## config.mk

```make
export PLATFORM = sky130hd
export DESIGN_NAME = dlx_core
export DESIGN_NICKNAME = d
export VERILOG_FILES = /design/src/dlx_pkg.sv /design/src/dlx_core.sv /design/src/dlx_decode.sv /design/src/dlx_execute.sv /design/src/dlx_fetch.sv /design/src/dlx_regfile.sv /design/src/dlx_writeback.sv
export VERILOG_INCLUDE_DIRS = /design/src
export SDC_FILE = /design/constraint.sdc
export NUM_CORES = 2
export LEC_CHECK = 0
export BUFFER_PORTS_ARGS = -buffer_cell sky130_fd_sc_hd__buf_4
export CORE_MARGIN = 5
export CORE_UTILIZATION = 33
export CTS_BUF_LIST = sky130_fd_sc_hd__clkbuf_2
export CTS_CLUSTER_DIAMETER = 60
export CTS_CLUSTER_SIZE = 14
export DETAILED_ROUTE_END_ITERATION = 10
export SLEW_MARGIN = 20
export SYNTH_ARGS = -nofsm -noshare
export SYNTH_HDL_FRONTEND = slang
export SYNTH_SLANG_ARGS = --single-unit
```

## constraint.sdc

```tcl
create_clock -name clk -period 4.87 [get_ports clk]
set_input_delay 0.487 -clock clk [delete_from_list [all_inputs] [get_ports clk]]
set_output_delay 0.487 -clock clk [all_outputs]
set_load 0.01 [all_outputs]
```

## src/dlx_defines.svh

```systemverilog
// widths, reset address and instruction field positions of the DLX core
`ifndef DLX_DEFINES_SVH
`define DLX_DEFINES_SVH

// datapath and address widths
`define DLX_DATA_W   32
`define DLX_IADDR_W  20
`define DLX_DADDR_W  32

// instruction field widths
`define DLX_REG_W    5
`define DLX_IMM_W    16
`define DLX_OFFS_W   26
`define DLX_OP_W     6
`define DLX_FUNC_W   6

// lsb of each field in the instruction word
`define DLX_OP_LSB   26
`define DLX_RS1_LSB  21
`define DLX_RS2_LSB  16
`define DLX_RD_LSB   11

// first fetch address
`define DLX_RESET_PC 20'h00000

`endif

```

## src/dlx_pkg.sv

```systemverilog
// enums and stage-to-stage structs shared by the DLX pipeline stages
`include "dlx_defines.svh"

package dlx_pkg;

   // primary opcode, bits 31..26
   typedef enum logic [`DLX_OP_W-1:0] {
      OP_SPECIAL = 6'h00,
      OP_J       = 6'h02,
      OP_BEQZ    = 6'h04,
      OP_ADDI    = 6'h08,
      OP_LW      = 6'h23,
      OP_SW      = 6'h2B
   } opcode_e;

   // function field of SPECIAL
   typedef enum logic [`DLX_FUNC_W-1:0] {
      FN_ADD = 6'h20,
      FN_SUB = 6'h22,
      FN_AND = 6'h24,
      FN_OR  = 6'h25,
      FN_XOR = 6'h26,
      FN_SLT = 6'h2A
   } func_e;

   // slt is signed, result 1 or 0
   typedef enum logic [2:0] {
      ALU_ADD,
      ALU_SUB,
      ALU_AND,
      ALU_OR,
      ALU_XOR,
      ALU_SLT
   } alu_op_e;

   // --------------------
   // stage structs
   // --------------------
   typedef struct packed {
      logic                    valid;
      // pc of the next instruction
      logic [`DLX_IADDR_W-1:0] pc;
      logic [`DLX_DATA_W-1:0]  instr;
   } if_id_t;

   typedef struct packed {
      logic reg_wr_en;
      logic mem_rd;
      logic mem_wr;
      logic is_branch;
      logic is_jump;
   } ctrl_t;

   typedef struct packed {
      logic                    valid;
      ctrl_t                   ctrl;
      alu_op_e                 alu_op;
      logic [`DLX_REG_W-1:0]   rs1;
      logic [`DLX_REG_W-1:0]   rs2;
      logic [`DLX_REG_W-1:0]   rd;
      logic [`DLX_DATA_W-1:0]  op_a;
      logic [`DLX_DATA_W-1:0]  op_b;
      logic [`DLX_DATA_W-1:0]  imm;
      logic                    imm_sel;
      logic [`DLX_IADDR_W-1:0] pc;
      logic [`DLX_OFFS_W-1:0]  offs;
   } id_ex_t;

   typedef struct packed {
      logic                   valid;
      logic                   reg_wr_en;
      logic                   mem_rd;
      logic                   mem_wr;
      logic [`DLX_REG_W-1:0]  rd;
      logic [`DLX_DATA_W-1:0] alu;
      logic [`DLX_DATA_W-1:0] store;
   } ex_mem_t;

   typedef struct packed {
      logic                   wr_en;
      logic [`DLX_REG_W-1:0]  rd;
      logic [`DLX_DATA_W-1:0] data;
   } wb_t;

   typedef struct packed {
      logic                    take;
      logic [`DLX_IADDR_W-1:0] target;
   } redirect_t;

endpackage

```

## src/dlx_core.sv

```systemverilog
// top level of the five-stage DLX integer pipeline
`timescale 1ns/10ps
`include "dlx_defines.svh"

module dlx_core import dlx_pkg::*; (
   input  logic                    clk,
   input  logic                    arst_n,
   // instruction memory
   output logic                    instr_rd_en,
   output logic [`DLX_IADDR_W-1:0] instr_addr,
   input  logic [`DLX_DATA_W-1:0]  instruction,
   // data memory
   output logic                    data_rd_en,
   output logic                    data_wr_en,
   output logic [`DLX_DADDR_W-1:0] data_addr,
   output logic [`DLX_DATA_W-1:0]  data_write,
   input  logic [`DLX_DATA_W-1:0]  data_read,
   // holds fetch at reset pc
   input  logic                    boot_mode
);

   if_id_t    if_id;
   id_ex_t    id_ex;
   ex_mem_t   ex_mem;
   wb_t       wb;
   redirect_t redirect;
   logic      stall;

   // --------------------
   // stages
   // --------------------
   dlx_fetch u_fetch (
      .clk         (clk),
      .arst_n      (arst_n),
      .boot_mode   (boot_mode),
      .stall       (stall),
      .redirect    (redirect),
      .instr_rd_en (instr_rd_en),
      .instr_addr  (instr_addr),
      .instruction (instruction),
      .if_id       (if_id)
   );

   dlx_decode u_decode (
      .clk      (clk),
      .arst_n   (arst_n),
      .if_id    (if_id),
      .redirect (redirect),
      .wb       (wb),
      .stall    (stall),
      .id_ex    (id_ex)
   );

   dlx_execute u_execute (
      .clk      (clk),
      .arst_n   (arst_n),
      .id_ex    (id_ex),
      .wb       (wb),
      .redirect (redirect),
      .ex_mem   (ex_mem)
   );

   dlx_writeback u_writeback (
      .clk       (clk),
      .arst_n    (arst_n),
      .ex_mem    (ex_mem),
      .data_read (data_read),
      .wb        (wb)
   );

   // memory stage is the external data port
   assign data_rd_en = ex_mem.mem_rd;
   assign data_wr_en = ex_mem.mem_wr;
   assign data_addr  = ex_mem.alu;
   assign data_write = ex_mem.store;

endmodule

```

## src/dlx_decode.sv

```systemverilog
// instruction decode, load-use hazard detection and the ID/EX register
`timescale 1ns/10ps
`include "dlx_defines.svh"

module dlx_decode import dlx_pkg::*; (
   input  logic      clk,
   input  logic      arst_n,
   input  if_id_t    if_id,
   input  redirect_t redirect,
   input  wb_t       wb,
   output logic      stall,
   output id_ex_t    id_ex
);

   opcode_e                opcode;
   func_e                  func;
   logic [`DLX_REG_W-1:0]  rs1;
   logic [`DLX_REG_W-1:0]  rs2;
   logic [`DLX_REG_W-1:0]  rd;
   logic [`DLX_DATA_W-1:0] rd1;
   logic [`DLX_DATA_W-1:0] rd2;
   logic [`DLX_DATA_W-1:0] imm_ext;
   ctrl_t                  ctrl;
   alu_op_e                alu_op;
   logic                   imm_sel;
   logic                   use_rs1;
   logic                   use_rs2;
   logic                   load_use;
   logic                   bubble;
   id_ex_t                 id_ex_d;

   // --------------------
   // field split
   // --------------------
   assign opcode  = opcode_e'(if_id.instr[`DLX_OP_LSB +: `DLX_OP_W]);
   assign func    = func_e'(if_id.instr[`DLX_FUNC_W-1:0]);
   assign rs1     = if_id.instr[`DLX_RS1_LSB +: `DLX_REG_W];
   assign rs2     = if_id.instr[`DLX_RS2_LSB +: `DLX_REG_W];
   assign imm_ext = {{(`DLX_DATA_W - `DLX_IMM_W){if_id.instr[`DLX_IMM_W-1]}},
                     if_id.instr[`DLX_IMM_W-1:0]};

   dlx_regfile u_regfile (
      .clk    (clk),
      .arst_n (arst_n),
      .rs1    (rs1),
      .rs2    (rs2),
      .rd1    (rd1),
      .rd2    (rd2),
      .wb     (wb)
   );

   // --------------------
   // control decode
   // --------------------
   always_comb begin
      ctrl    = '0;
      alu_op  = ALU_ADD;
      imm_sel = 1'b0;
      use_rs1 = 1'b1;
      use_rs2 = 1'b0;
      // I-type writes the rs2 field
      rd      = rs2;
      case (opcode)
         OP_SPECIAL: begin
            rd             = if_id.instr[`DLX_RD_LSB +: `DLX_REG_W];
            use_rs2        = 1'b1;
            ctrl.reg_wr_en = 1'b1;
            case (func)
               FN_ADD:  alu_op = ALU_ADD;
               FN_SUB:  alu_op = ALU_SUB;
               FN_AND:  alu_op = ALU_AND;
               FN_OR:   alu_op = ALU_OR;
               FN_XOR:  alu_op = ALU_XOR;
               FN_SLT:  alu_op = ALU_SLT;
               // unknown function is a nop
               default: ctrl.reg_wr_en = 1'b0;
            endcase
         end
         OP_ADDI: begin
            ctrl.reg_wr_en = 1'b1;
            imm_sel        = 1'b1;
         end
         OP_LW: begin
            ctrl.reg_wr_en = 1'b1;
            ctrl.mem_rd    = 1'b1;
            imm_sel        = 1'b1;
         end
         OP_SW: begin
            // store data comes from the rs2 field
            ctrl.mem_wr = 1'b1;
            imm_sel     = 1'b1;
            use_rs2     = 1'b1;
         end
         OP_BEQZ: begin
            ctrl.is_branch = 1'b1;
         end
         OP_J: begin
            ctrl.is_jump = 1'b1;
            use_rs1      = 1'b0;
         end
         default: begin
            use_rs1 = 1'b0;
         end
      endcase
      // r0 is never written
      if (rd == '0) begin
         ctrl.reg_wr_en = 1'b0;
      end
   end

   // --------------------
   // load-use hazard
   // --------------------
   // load in execute feeds a source here
   assign load_use = if_id.valid & id_ex.valid & id_ex.ctrl.mem_rd & id_ex.ctrl.reg_wr_en &
                     ((use_rs1 & (id_ex.rd == rs1)) | (use_rs2 & (id_ex.rd == rs2)));
   // redirect wins over stall
   assign stall    = load_use & ~redirect.take;
   assign bubble   = ~if_id.valid | load_use | redirect.take;

   always_comb begin
      id_ex_d.valid   = ~bubble;
      id_ex_d.ctrl    = bubble ? '0 : ctrl;
      id_ex_d.alu_op  = alu_op;
      id_ex_d.rs1     = rs1;
      id_ex_d.rs2     = rs2;
      id_ex_d.rd      = rd;
      id_ex_d.op_a    = rd1;
      id_ex_d.op_b    = rd2;
      id_ex_d.imm     = imm_ext;
      id_ex_d.imm_sel = imm_sel;
      id_ex_d.pc      = if_id.pc;
      id_ex_d.offs    = if_id.instr[`DLX_OFFS_W-1:0];
   end

   // ID/EX register
   always_ff @(posedge clk or negedge arst_n) begin
      if (!arst_n) begin
         id_ex <= '0;
      end else begin
         id_ex <= id_ex_d;
      end
   end

endmodule

```

## src/dlx_execute.sv

```systemverilog
// operand forwarding, ALU, branch and jump resolution and the EX/MEM register
`timescale 1ns/10ps
`include "dlx_defines.svh"

module dlx_execute import dlx_pkg::*; (
   input  logic      clk,
   input  logic      arst_n,
   input  id_ex_t    id_ex,
   input  wb_t       wb,
   output redirect_t redirect,
   output ex_mem_t   ex_mem
);

   logic [`DLX_DATA_W-1:0]  op_a;
   logic [`DLX_DATA_W-1:0]  op_b;
   logic [`DLX_DATA_W-1:0]  alu_b;
   logic [`DLX_DATA_W-1:0]  alu_res;
   logic [`DLX_DATA_W-1:0]  offs_ext;
   logic [`DLX_IADDR_W-1:0] br_target;
   logic [`DLX_IADDR_W-1:0] jmp_target;
   logic                    br_taken;
   ex_mem_t                 ex_mem_d;

   // --------------------
   // forwarding
   // --------------------
   // youngest producer first
   function automatic logic [`DLX_DATA_W-1:0] fwd(
      input logic [`DLX_REG_W-1:0]  rs,
      input logic [`DLX_DATA_W-1:0] reg_val
   );
      // a load has no data yet in MEM
      if (ex_mem.valid && ex_mem.reg_wr_en && !ex_mem.mem_rd && ex_mem.rd == rs) begin
         return ex_mem.alu;
      end
      if (wb.wr_en && wb.rd == rs) begin
         return wb.data;
      end
      return reg_val;
   endfunction

   always_comb begin
      op_a = fwd(id_ex.rs1, id_ex.op_a);
      op_b = fwd(id_ex.rs2, id_ex.op_b);
   end

   // --------------------
   // ALU
   // --------------------
   // memory ops use base plus immediate
   assign alu_b = id_ex.imm_sel ? id_ex.imm : op_b;

   always_comb begin
      case (id_ex.alu_op)
         ALU_ADD: alu_res = op_a + alu_b;
         ALU_SUB: alu_res = op_a - alu_b;
         ALU_AND: alu_res = op_a & alu_b;
         ALU_OR:  alu_res = op_a | alu_b;
         ALU_XOR: alu_res = op_a ^ alu_b;
         ALU_SLT: alu_res = {{(`DLX_DATA_W-1){1'b0}}, $signed(op_a) < $signed(alu_b)};
         default: alu_res = op_a + alu_b;
      endcase
   end

   // --------------------
   // branch and jump
   // --------------------
   // pc here already points past the branch
   assign offs_ext   = {{(`DLX_DATA_W - `DLX_OFFS_W){id_ex.offs[`DLX_OFFS_W-1]}}, id_ex.offs};
   assign br_target  = id_ex.pc + id_ex.imm[`DLX_IADDR_W-1:0];
   assign jmp_target = id_ex.pc + offs_ext[`DLX_IADDR_W-1:0];
   // beqz tests the forwarded rs1
   assign br_taken   = id_ex.ctrl.is_branch & (op_a == '0);

   always_comb begin
      redirect.take   = id_ex.valid & (id_ex.ctrl.is_jump | br_taken);
      redirect.target = id_ex.ctrl.is_jump ? jmp_target : br_target;
   end

   // --------------------
   // EX/MEM register
   // --------------------
   always_comb begin
      ex_mem_d.valid     = id_ex.valid;
      ex_mem_d.reg_wr_en = id_ex.valid & id_ex.ctrl.reg_wr_en;
      ex_mem_d.mem_rd    = id_ex.valid & id_ex.ctrl.mem_rd;
      ex_mem_d.mem_wr    = id_ex.valid & id_ex.ctrl.mem_wr;
      ex_mem_d.rd        = id_ex.rd;
      ex_mem_d.alu       = alu_res;
      // store data, forwarded
      ex_mem_d.store     = op_b;
   end

   always_ff @(posedge clk or negedge arst_n) begin
      if (!arst_n) begin
         ex_mem <= '0;
      end else begin
         ex_mem <= ex_mem_d;
      end
   end

endmodule

```

## src/dlx_fetch.sv

```systemverilog
// program counter with boot hold and redirect, plus the IF/ID register
`timescale 1ns/10ps
`include "dlx_defines.svh"

module dlx_fetch import dlx_pkg::*; (
   input  logic                    clk,
   input  logic                    arst_n,
   input  logic                    boot_mode,
   input  logic                    stall,
   input  redirect_t               redirect,
   output logic                    instr_rd_en,
   output logic [`DLX_IADDR_W-1:0] instr_addr,
   input  logic [`DLX_DATA_W-1:0]  instruction,
   output if_id_t                  if_id
);

   logic [`DLX_IADDR_W-1:0] pc_q;
   // pc+4 of the read in flight
   logic [`DLX_IADDR_W-1:0] rd_pc_q;
   // read issued last cycle, data arrives now
   logic                    rd_q;
   // word that arrived while decode was stalled
   logic                    hold_vld_q;
   logic [`DLX_DATA_W-1:0]  hold_instr_q;

   // --------------------
   // program counter
   // --------------------
   // no read while booting or stalled
   assign instr_rd_en = ~boot_mode & ~stall;
   assign instr_addr  = pc_q;

   always_ff @(posedge clk or negedge arst_n) begin
      if (!arst_n) begin
         pc_q <= `DLX_RESET_PC;
         rd_q <= 1'b0;
      end else begin
         if (redirect.take) begin
            pc_q <= redirect.target;
         end else if (instr_rd_en) begin
            pc_q <= pc_q + `DLX_IADDR_W'(4);
         end
         // a read under a redirect is wrong path, drop it
         rd_q <= instr_rd_en & ~redirect.take;
      end
   end

   always_ff @(posedge clk) begin
      if (instr_rd_en) begin
         rd_pc_q <= pc_q + `DLX_IADDR_W'(4);
      end
      // park the word, IF/ID is busy holding
      if (stall && rd_q) begin
         hold_instr_q <= instruction;
      end
   end

   always_ff @(posedge clk or negedge arst_n) begin
      if (!arst_n) begin
         hold_vld_q <= 1'b0;
      end else if (redirect.take || !stall) begin
         hold_vld_q <= 1'b0;
      end else begin
         hold_vld_q <= hold_vld_q | rd_q;
      end
   end

   // --------------------
   // IF/ID register
   // --------------------
   always_ff @(posedge clk or negedge arst_n) begin
      if (!arst_n) begin
         if_id <= '0;
      end else if (redirect.take) begin
         // squash the younger instruction
         if_id.valid <= 1'b0;
      end else if (!stall) begin
         if_id.valid <= rd_q | hold_vld_q;
         if_id.pc    <= rd_pc_q;
         if_id.instr <= hold_vld_q ? hold_instr_q : instruction;
      end
   end

endmodule

```

## src/dlx_regfile.sv

```systemverilog
// 32-entry register file, r0 reads zero, same-cycle write passes through
`timescale 1ns/10ps
`include "dlx_defines.svh"

module dlx_regfile import dlx_pkg::*; (
   input  logic                   clk,
   input  logic                   arst_n,
   input  logic [`DLX_REG_W-1:0]  rs1,
   input  logic [`DLX_REG_W-1:0]  rs2,
   output logic [`DLX_DATA_W-1:0] rd1,
   output logic [`DLX_DATA_W-1:0] rd2,
   input  wb_t                    wb
);

   localparam int NUM_REGS = 1 << `DLX_REG_W;

   // r0 has no storage
   logic [`DLX_DATA_W-1:0] regs [1:NUM_REGS-1];

   // registers start at zero
   always_ff @(posedge clk or negedge arst_n) begin
      if (!arst_n) begin
         for (int i = 1; i < NUM_REGS; i++) begin
            regs[i] <= '0;
         end
      end else if (wb.wr_en && wb.rd != '0) begin
         regs[wb.rd] <= wb.data;
      end
   end

   // one read port
   function automatic logic [`DLX_DATA_W-1:0] read_port(input logic [`DLX_REG_W-1:0] rs);
      if (rs == '0) begin
         return '0;
      end
      // write-through from write-back
      if (wb.wr_en && wb.rd == rs) begin
         return wb.data;
      end
      return regs[rs];
   endfunction

   always_comb begin
      rd1 = read_port(rs1);
      rd2 = read_port(rs2);
   end

endmodule

```

## src/dlx_writeback.sv

```systemverilog
// MEM/WB register and selection between load data and ALU result
`timescale 1ns/10ps
`include "dlx_defines.svh"

module dlx_writeback import dlx_pkg::*; (
   input  logic                   clk,
   input  logic                   arst_n,
   input  ex_mem_t                ex_mem,
   input  logic [`DLX_DATA_W-1:0] data_read,
   output wb_t                    wb
);

   logic                   wr_en_q;
   logic                   load_q;
   logic [`DLX_REG_W-1:0]  rd_q;
   logic [`DLX_DATA_W-1:0] alu_q;

   // MEM/WB control
   always_ff @(posedge clk or negedge arst_n) begin
      if (!arst_n) begin
         wr_en_q <= 1'b0;
         load_q  <= 1'b0;
      end else begin
         wr_en_q <= ex_mem.valid & ex_mem.reg_wr_en;
         load_q  <= ex_mem.valid & ex_mem.mem_rd;
      end
   end

   // MEM/WB payload
   always_ff @(posedge clk) begin
      rd_q  <= ex_mem.rd;
      alu_q <= ex_mem.alu;
   end

   // load data lands this cycle
   always_comb begin
      wb.wr_en = wr_en_q;
      wb.rd    = rd_q;
      wb.data  = load_q ? data_read : alu_q;
   end

endmodule
```

# After elaboration in Yosys (flattened, before gate mapping)

Cells that the tools add are included.

$add $sub $neg: 5
$lt $le $gt $ge: 5
Equality and inequality tests: 25
Multiplexer cells: 61
Bitwise gates (word level): 32
Reductions and logical operators: 27

Operator list:

| kind                                                            | number |
|---|---|
| 992-bit bitwise mux                                             | 1 |
| 32-bit 2-to-1 mux                                               | 24 |
| 32-bit binary-select mux with 5-bit select                      | 2 |
| 32-bit demux with 5-bit select                                  | 1 |
| 32-bit case mux with 5 select lines                             | 1 |
| 20-bit 2-to-1 mux                                               | 3 |
| 53-bit 2-to-1 mux                                               | 1 |
| 6-bit == test, second input constant                            | 8 |
| 20-bit adder                                                    | 2 |
| 5-bit == test                                                   | 8 |
| 32-bit adder                                                    | 1 |
| 32-bit bitwise AND                                              | 1 |
| 32-bit logical NOT                                              | 1 |
| 32-bit < comparator                                             | 1 |
| 32-bit OR                                                       | 1 |
| 32-bit subtractor                                               | 1 |
| 32-bit XOR                                                      | 1 |
| 1-bit 2-to-1 mux                                                | 23 |
| 20-bit by 3-bit adder with 20-bit output, second input constant | 1 |
| 6-bit >= comparator, second input constant                      | 3 |
| 5-bit inverter with 6-bit output                                | 3 |
| 1-bit bitwise AND                                               | 16 |
| 5-bit logical NOT                                               | 3 |
| 3-bit case mux with 5 select lines                              | 1 |
| 24 further kinds                                                | 47 |

Bits in registers: 1376
Output and inout bits: 87

# Depth between registers and ports, before layout

Word-level depth: 17
Depth in mapped cells: 23
Mapped depth without buffers: 20

# Cells and area by module

Synthesis repeated with hierarchy kept, for this count alone.

Cell total of the unflattened synthesis: 5739
Area, all modules: 74280.0 um^2

By module, submodules not included:

| module        | times used | cells each | area each (um^2) | seq. area each (um^2) |
|---|---|---|---|---|
| dlx_regfile   | 1          | 3678       | 53596.4          | 24823.8 |
| dlx_execute   | 1          | 1345       | 10181.0          | 1826.8 |
| dlx_fetch     | 1          | 408        | 5255.0           | 3438.3 |
| dlx_decode    | 1          | 230        | 3892.5           | 3128.0 |
| dlx_writeback | 1          | 78         | 1355.0           | 790.8 |

# Worst setup path before layout

No wires, ideal clock.

Path type: register -> register
Start: reg u_writeback.rd_q[2]
End: reg, netlist name u_execute.ex_mem[60]
Library setup time: 86 ps
Data arrival time: 4929 ps
Required time: 4784 ps
Path slack: -144 ps
Cell stages (with the launch flop): 23
Period minus slack after synthesis: 5014 ps
Cells stage by stage: dfxtp_1 -> buf_1 -> xor2_1 -> nor4_1 -> and3_1 -> clkbuf_1 -> clkbuf_1 -> a21oi_1 -> mux2_2 -> mux2i_1 -> inv_1 -> ha_1 -> fa_1 -> nor2b_1 -> o311ai_1 -> a211oi_1 -> or2_1 -> a311o_1 -> a31oi_1 -> o21bai_1 -> a211oi_1 -> o21ai_0 -> a32oi_1

RTL lines:

| what                   | RTL line            | source |
|---|---|---|
| start, declared        | dlx_writeback.sv:15 | `` logic [`DLX_REG_W-1:0] rd_q; `` |
| start signal, assigned | dlx_writeback.sv:31 | `rd_q <= ex_mem.rd;` |

# Worst setup path in the final report

Start: reg u_writeback.load_q
End: out instr_rd_en

Word-level cells in the longest chain between the ends: 12

RTL lines:

| what                            | RTL line            | source |
|---|---|---|
| start, declared                 | dlx_writeback.sv:14 | `logic load_q;` |
| start signal, assigned          | dlx_writeback.sv:25 | `load_q <= ex_mem.valid & ex_mem.mem_rd;` |
| 32-bit 2-to-1 mux               | dlx_writeback.sv:39 | `wb.data = load_q ? data_read : alu_q;` |
| 32-bit 2-to-1 mux               | dlx_execute.sv:36   | `if (wb.wr_en && wb.rd == rs) begin` |
| 32-bit 2-to-1 mux               | dlx_execute.sv:39   | `return reg_val;` |
| 32-bit 2-to-1 mux               | dlx_execute.sv:36   |  |
| 32-bit logical NOT              | dlx_execute.sv:73   | `assign br_taken = id_ex.ctrl.is_branch & (op_a == '0);` |
| 1-bit bitwise AND               | dlx_execute.sv:73   |  |
| 1-bit OR                        | dlx_execute.sv:76   | `redirect.take = id_ex.valid & (id_ex.ctrl.is_jump \| br_taken);` |
| 1-bit bitwise AND               | dlx_execute.sv:76   |  |
| 1-bit inverter (no source line) | --                  |  |
| 1-bit bitwise AND               | dlx_decode.sv:118   | `assign stall = load_use & ~redirect.take;` |
| 1-bit inverter (no source line) | --                  |  |
| 1-bit bitwise AND               | dlx_fetch.sv:30     | `assign instr_rd_en = ~boot_mode & ~stall;` |
| end, declared                   | dlx_core.sv:9       | `output logic instr_rd_en,` |

Every way passes these cells.

==> results summary <==
The run finished, with violations left. The final reports fail on setup timing. Once layout is complete, the cells apart from fillers number 9651. The first-pass detailed-route iteration total came out at 5. The sort of element at the start of the critical path is a register. After synthesis, the mean cell area works out to 11.0 um^2. Along the worst path, the maximum fanout reaches 5. The overall power consumption came out at 21.0 mW.

The worst slack at placement came out at -0.0451 ns. The number of max-slew violations in the final report was 0. The number of nets at the end of the flow came out at 6907.

Of the available clock period, the critical path in the final layout requires 1.11. The transition at the pin with the smallest max-transition slack came out at 1.21 ns. Setup repair after global routing could not meet its margin everywhere. For met3 alone, demand over resource in global routing was 0.0357. The number of endpoints with negative hold slack in the final report is 0. The count of yosys warnings during synthesis is 0.

The fraction of registers with async set or reset after synthesis is 0.934. The number of buffers on the longest clock path is 3. The worst setup path is captured at an output pin. The number of fill cells is 21000.

The total of max-cap violations is 0. The total setup violations reported at the end of the flow came out at 1. The count of buffers inserted at the top-level ports is 153.

The critical path is of the reg2out type. The die is 477 um tall. The count of different cell masters after synthesis is 80. In this run the power spent charging and discharging nets is 6.56 mW. The global-route wire length before repair is 371000 um.

The number of remaining DRC errors is 0. Counting flops with a built-in enable in the synthesized netlist gives 52. The core footprint came out at 0.217 mm^2.

The largest net degree at the start of global routing is 187. For this run, the leading register cell type out of synthesis is sky130_fd_sc_hd__dfrtp_1. The top cell family by delay on the critical path is buffers and inverters. The number of antenna violations at the first check in global routing came to 9. The die outline area is 0.227 mm^2. Summing all multi-input logic gate instances after layout gives 0.0361 mm^2. Once placement completed, the tool counted placed cells totaling 9220. For this run, the register share of the synthesized area comes to 0.473.

The signal on the critical path passes through buf_16 > buf_12 > buf_12 > buf_12 > mux2i_4 > mux2i_2 > mux2_2 > buf_4 > nor4_2 > buf_4 > o211ai_1 > buf_4 > nand2_4 > nor2_4 > nor2_4 > buf_6. The boundary pin count is 154. The depth of the most critical reg-to-reg path came out at 21. In the post-synthesis netlist, the biggest area contributors are sky130_fd_sc_hd__dfrtp_1, sky130_fd_sc_hd__mux4_2, sky130_fd_sc_hd__a21oi_1. The combinational share of power is 0.173. The ratio of routed vias to standard cells came out at 5.66. The aggregate negative setup slack came out at -0.523 ns.

Clock skew on the completed layout was measured at 0.152 ns. Of the post-synthesis cell area, the dominant cell type holds 0.441. The number of rows created at floorplan is 171. Compared with the post-synthesis result, the final layout area differs by 14.1%.

The number of global-route vias before repair came to 54200. The combined global-route utilization of all metal layers came out at 0.214. In this run the most used layer during global routing was met2. In this run the clock root is driven by a sky130_fd_sc_hd__clkbuf_2. The per-cell routed wire length is 26.0 um. The number of nets in the synthesized netlist came out at 6711.

In this run the tightest slew margin relative to its limit is 0.197. In the global route stage, met2 resource usage came out at 0.337. The worst hold margin came out at 0.405 ns. The required arrival time at the worst endpoint came out at 4.38 ns. The maximum level of the CTS H-tree came out at 3. The residual antenna-violating net count after detailed routing is 0. The worst hold path belongs to the class reg2reg. The sequential cell fraction of total power is 0.578.

Clock tree synthesis inserted a total of 118 buffers. The power density over cell area came out at 256 mW/mm^2. The fraction of power consumed by the clock network is 0.249. The number of DRC markers after the initial detailed-route iteration is 5238. The HPWL after detailed placement is 157000 um.

The clock period minus final worst setup slack came out at 5.39 ns. The aggregate routed wire length is 251000 um. The critical path runs through a total of 16 cells.

The ratio of cells with drive above 1 in the final layout is 0.249. Global routing finished with a remaining overflow of 0. The met1 usage in global routing is 0.300. The highest attainable clock frequency came out at 185 MHz. Clock latency on the worst-skew pair, taken at its later pin, is 1.74 ns. Of the total power, the share spent switching nets is 0.313. The count of state elements after synthesis is 1356. The sum of buffers and inverters on the critical path came out at 8. The register area is 0.0341 mm^2. The internal portion of total power is 14.4 mW. TritonCTS built the clock tree. From left edge to right edge, the die measures 477 um. The clock-pin slew of the registers on the worst-case setup and hold paths is 0.24 ns. The static power due to leakage came out at 31.3 nW. Once routing completed, OpenROAD measured the worst setup slack at -0.523 ns. Routability-driven placement finished with a final weighted congestion of 0.958. On the critical path, the stage with the largest delay is an instance of sky130_fd_sc_hd__dfrtp_4. IR analysis of the VDD net gives a maximum drop of 0.000168 V. The number of instances in the synthesized netlist is 6525. The cell type contributing the most total cell area after synthesis is sky130_fd_sc_hd__dfrtp_1. The data arrival time at the worst-slack endpoint is 4.91 ns. The total vias in the final route is 54600. The biggest cell delay along the critical path came out at 0.57 ns. The worst hold path depth is 0. The post-synthesis cell area came out at 0.0719 mm^2.

The initial utilization of the core area, before any placement, comes to 0.331. CTS saw 1356 sinks.
[cell usage in the layout, fill, tap and decap left out, types with 12 or more instances in the layout]
master                             n
sky130_fd_sc_hd__a22o_1           32
sky130_fd_sc_hd__nor4_1           18
sky130_fd_sc_hd__mux2i_4          37
sky130_fd_sc_hd__o21a_1           14
sky130_fd_sc_hd__nor2b_1          16
sky130_fd_sc_hd__nor2_1          770
sky130_fd_sc_hd__o21ai_0         589
sky130_fd_sc_hd__mux2_4           26
sky130_fd_sc_hd__dfxtp_1          33
sky130_fd_sc_hd__dfrtp_1        1254
sky130_fd_sc_hd__a21o_1           14
sky130_fd_sc_hd__inv_1           119
sky130_fd_sc_hd__nand3_1          24
sky130_fd_sc_hd__buf_4           477
sky130_fd_sc_hd__nand2_1         613
sky130_fd_sc_hd__dlygate4sd3_1   166
sky130_fd_sc_hd__o22ai_1          17
sky130_fd_sc_hd__o211ai_1         18
sky130_fd_sc_hd__a31oi_1          14
sky130_fd_sc_hd__nand2_4          16
sky130_fd_sc_hd__a21oi_1         751
sky130_fd_sc_hd__nor3_1           43
sky130_fd_sc_hd__clkbuf_2        151
sky130_fd_sc_hd__xor2_1           42
sky130_fd_sc_hd__buf_12           45
sky130_fd_sc_hd__nand2b_1         18
sky130_fd_sc_hd__a21oi_2          12
sky130_fd_sc_hd__ha_1            109
sky130_fd_sc_hd__mux2i_1         146
sky130_fd_sc_hd__edfxtp_1         52
sky130_fd_sc_hd__mux4_2          577
sky130_fd_sc_hd__mux2_2          162
sky130_fd_sc_hd__o21ai_1          19
sky130_fd_sc_hd__o21bai_1         13
sky130_fd_sc_hd__xnor2_1          54
sky130_fd_sc_hd__nor2_4           20
[synthesized netlist by cell type (19+ instances only)]
master                     instances
sky130_fd_sc_hd__inv_1           122
sky130_fd_sc_hd__nand3_1          28
sky130_fd_sc_hd__nor3_1           49
sky130_fd_sc_hd__o21ai_0         614
sky130_fd_sc_hd__nor2b_1          19
sky130_fd_sc_hd__nor2_1          794
sky130_fd_sc_hd__ha_1            116
sky130_fd_sc_hd__dfxtp_1          37
sky130_fd_sc_hd__nand2_1         631
sky130_fd_sc_hd__a22o_1           32
sky130_fd_sc_hd__buf_1            69
sky130_fd_sc_hd__xor2_1           43
sky130_fd_sc_hd__clkbuf_1        487
sky130_fd_sc_hd__dfrtp_1        1267
sky130_fd_sc_hd__xnor2_1          54
sky130_fd_sc_hd__mux4_2          577
sky130_fd_sc_hd__mux2_2          171
sky130_fd_sc_hd__buf_4            65
sky130_fd_sc_hd__a21oi_1         765
sky130_fd_sc_hd__edfxtp_1         52
sky130_fd_sc_hd__mux2i_1         189
sky130_fd_sc_hd__nor4_1           23
sky130_fd_sc_hd__o22ai_1          19
[layout make-up]
| class | count | area share |
|---|---|---|
| flip-flops and latches | 1356 | 0.415 |
| repair buffers | 715 | 0.0817 |
| multi-input cells | 4408 | 0.439 |
| diodes | 6 | 0.000183 |
| well taps | 2854 | 0.0435 |
| inverters | 122 | 0.00563 |
| clock inverters | 39 | 0.00529 |
| clock buffers | 151 | 0.00921 |
[repair_timing]
item                                    in CTS  in global routing
gates cloned                                 4                  2
pin swaps                                   13                 32
endpoints found under the setup margin       5                 43
gates resized for setup                     68                140
setup buffers                               50                 18
hold buffers                               167                  0
endpoints found under the hold margin     2484                  0
[power groups by stage]
| stage | registers, mW | clock network, mW | logic [mW] |
|---|---|---|---|
| final | 12.1 | 5.22 | 3.63 |
| after global routing | 12.2 | 5.79 | 3.88 |
| after CTS | 12.1 | 5.39 | 3.49 |
| after detailed placement | 12.3 | 0 | 3.28 |
| after global placement | 12.3 | 0 | 3.27 |
| after floorplan | 12.1 | 0 | 1.96 |
[per-stage QoR]
stage,utilization,cell area (um^2)
global route,0.378,82000
detailed placement,0.358,77600
floorplan,-,71900
global placement,0.357,77500
finish,0.378,82100
CTS,0.375,81300
[sequential cells by signal, summed over array words and instances (netlist names)]
name,cells
u_writeback.alu_q,32
u_decode.u_regfile.regs,992
u_writeback.load_q,1
u_writeback.rd_q,5
u_fetch.rd_pc_q,20
u_fetch.hold_instr_q,32
u_fetch.if_id,53
u_decode.id_ex,125
u_fetch.instr_addr,20
u_writeback.wr_en_q,1
u_execute.ex_mem,73
u_fetch.hold_vld_q,1
u_fetch.rd_q,1
[cell families (layout without fill, tap and decap cells)]
kind of cell	after synthesis	after routing	synth area share
flops	1356	1356	0.473
buf+inv	761	1027	0.0439
other cells	0	6	0
xor+xnor	97	97	0.0118
fa+ha+maj	119	119	0.0210
simple gates	1633	1633	0.0919
compound gates	1605	1605	0.121
mux	954	954	0.237
[worst reg2reg max path, cell delays in order, from the launching register on]
cell,delay [ns]
sky130_fd_sc_hd__dfrtp_1,0.47
sky130_fd_sc_hd__xor2_2,0.19
sky130_fd_sc_hd__nor4_2,0.27
sky130_fd_sc_hd__and3_4,0.28
sky130_fd_sc_hd__buf_12,0.14
sky130_fd_sc_hd__buf_8,0.15
sky130_fd_sc_hd__a21oi_1,0.08
sky130_fd_sc_hd__mux2_2,0.30
sky130_fd_sc_hd__mux2i_2,0.22
sky130_fd_sc_hd__ha_1,0.32
sky130_fd_sc_hd__nor4b_4,0.30
sky130_fd_sc_hd__buf_4,0.17
sky130_fd_sc_hd__nand4_1,0.11
sky130_fd_sc_hd__buf_4,0.17
sky130_fd_sc_hd__a31oi_4,0.17
sky130_fd_sc_hd__o21ai_4,0.12
sky130_fd_sc_hd__a311oi_2,0.36
sky130_fd_sc_hd__a21boi_2,0.12
sky130_fd_sc_hd__o21bai_2,0.22
sky130_fd_sc_hd__a2111oi_4,0.11
sky130_fd_sc_hd__a311o_1,0.27
sky130_fd_sc_hd__a21oi_1,0.15
[metal layers]
| metal | vias to the layer above | wire length (um) |
|---|---|---|
| li1 | 23800 | - |
| met1 | 27900 | 105000 |
| met2 | 2398 | 116000 |
| met3 | 486 | 20300 |
| met4 | 2 | 9930 |
| met5 | - | 13 |
[final timing paths]
path	from	to	slack (ns)
worst max-delay path	u_writeback.load_q	instr_rd_en	-0.52
worst min-delay path	u_fetch.if_id[43]	u_decode.id_ex[37]	0.41
worst max register to register	u_decode.id_ex[149]	u_execute.ex_mem[61]	0.14
worst min register to register	u_fetch.if_id[43]	u_decode.id_ex[37]	0.41
max in group asynchronous	arst_n	u_decode.u_regfile.regs[884]	2.81
min in group asynchronous	arst_n	u_decode.u_regfile.regs[387]	0.50
No activity file was read; power rests on OpenSTA's default activity.
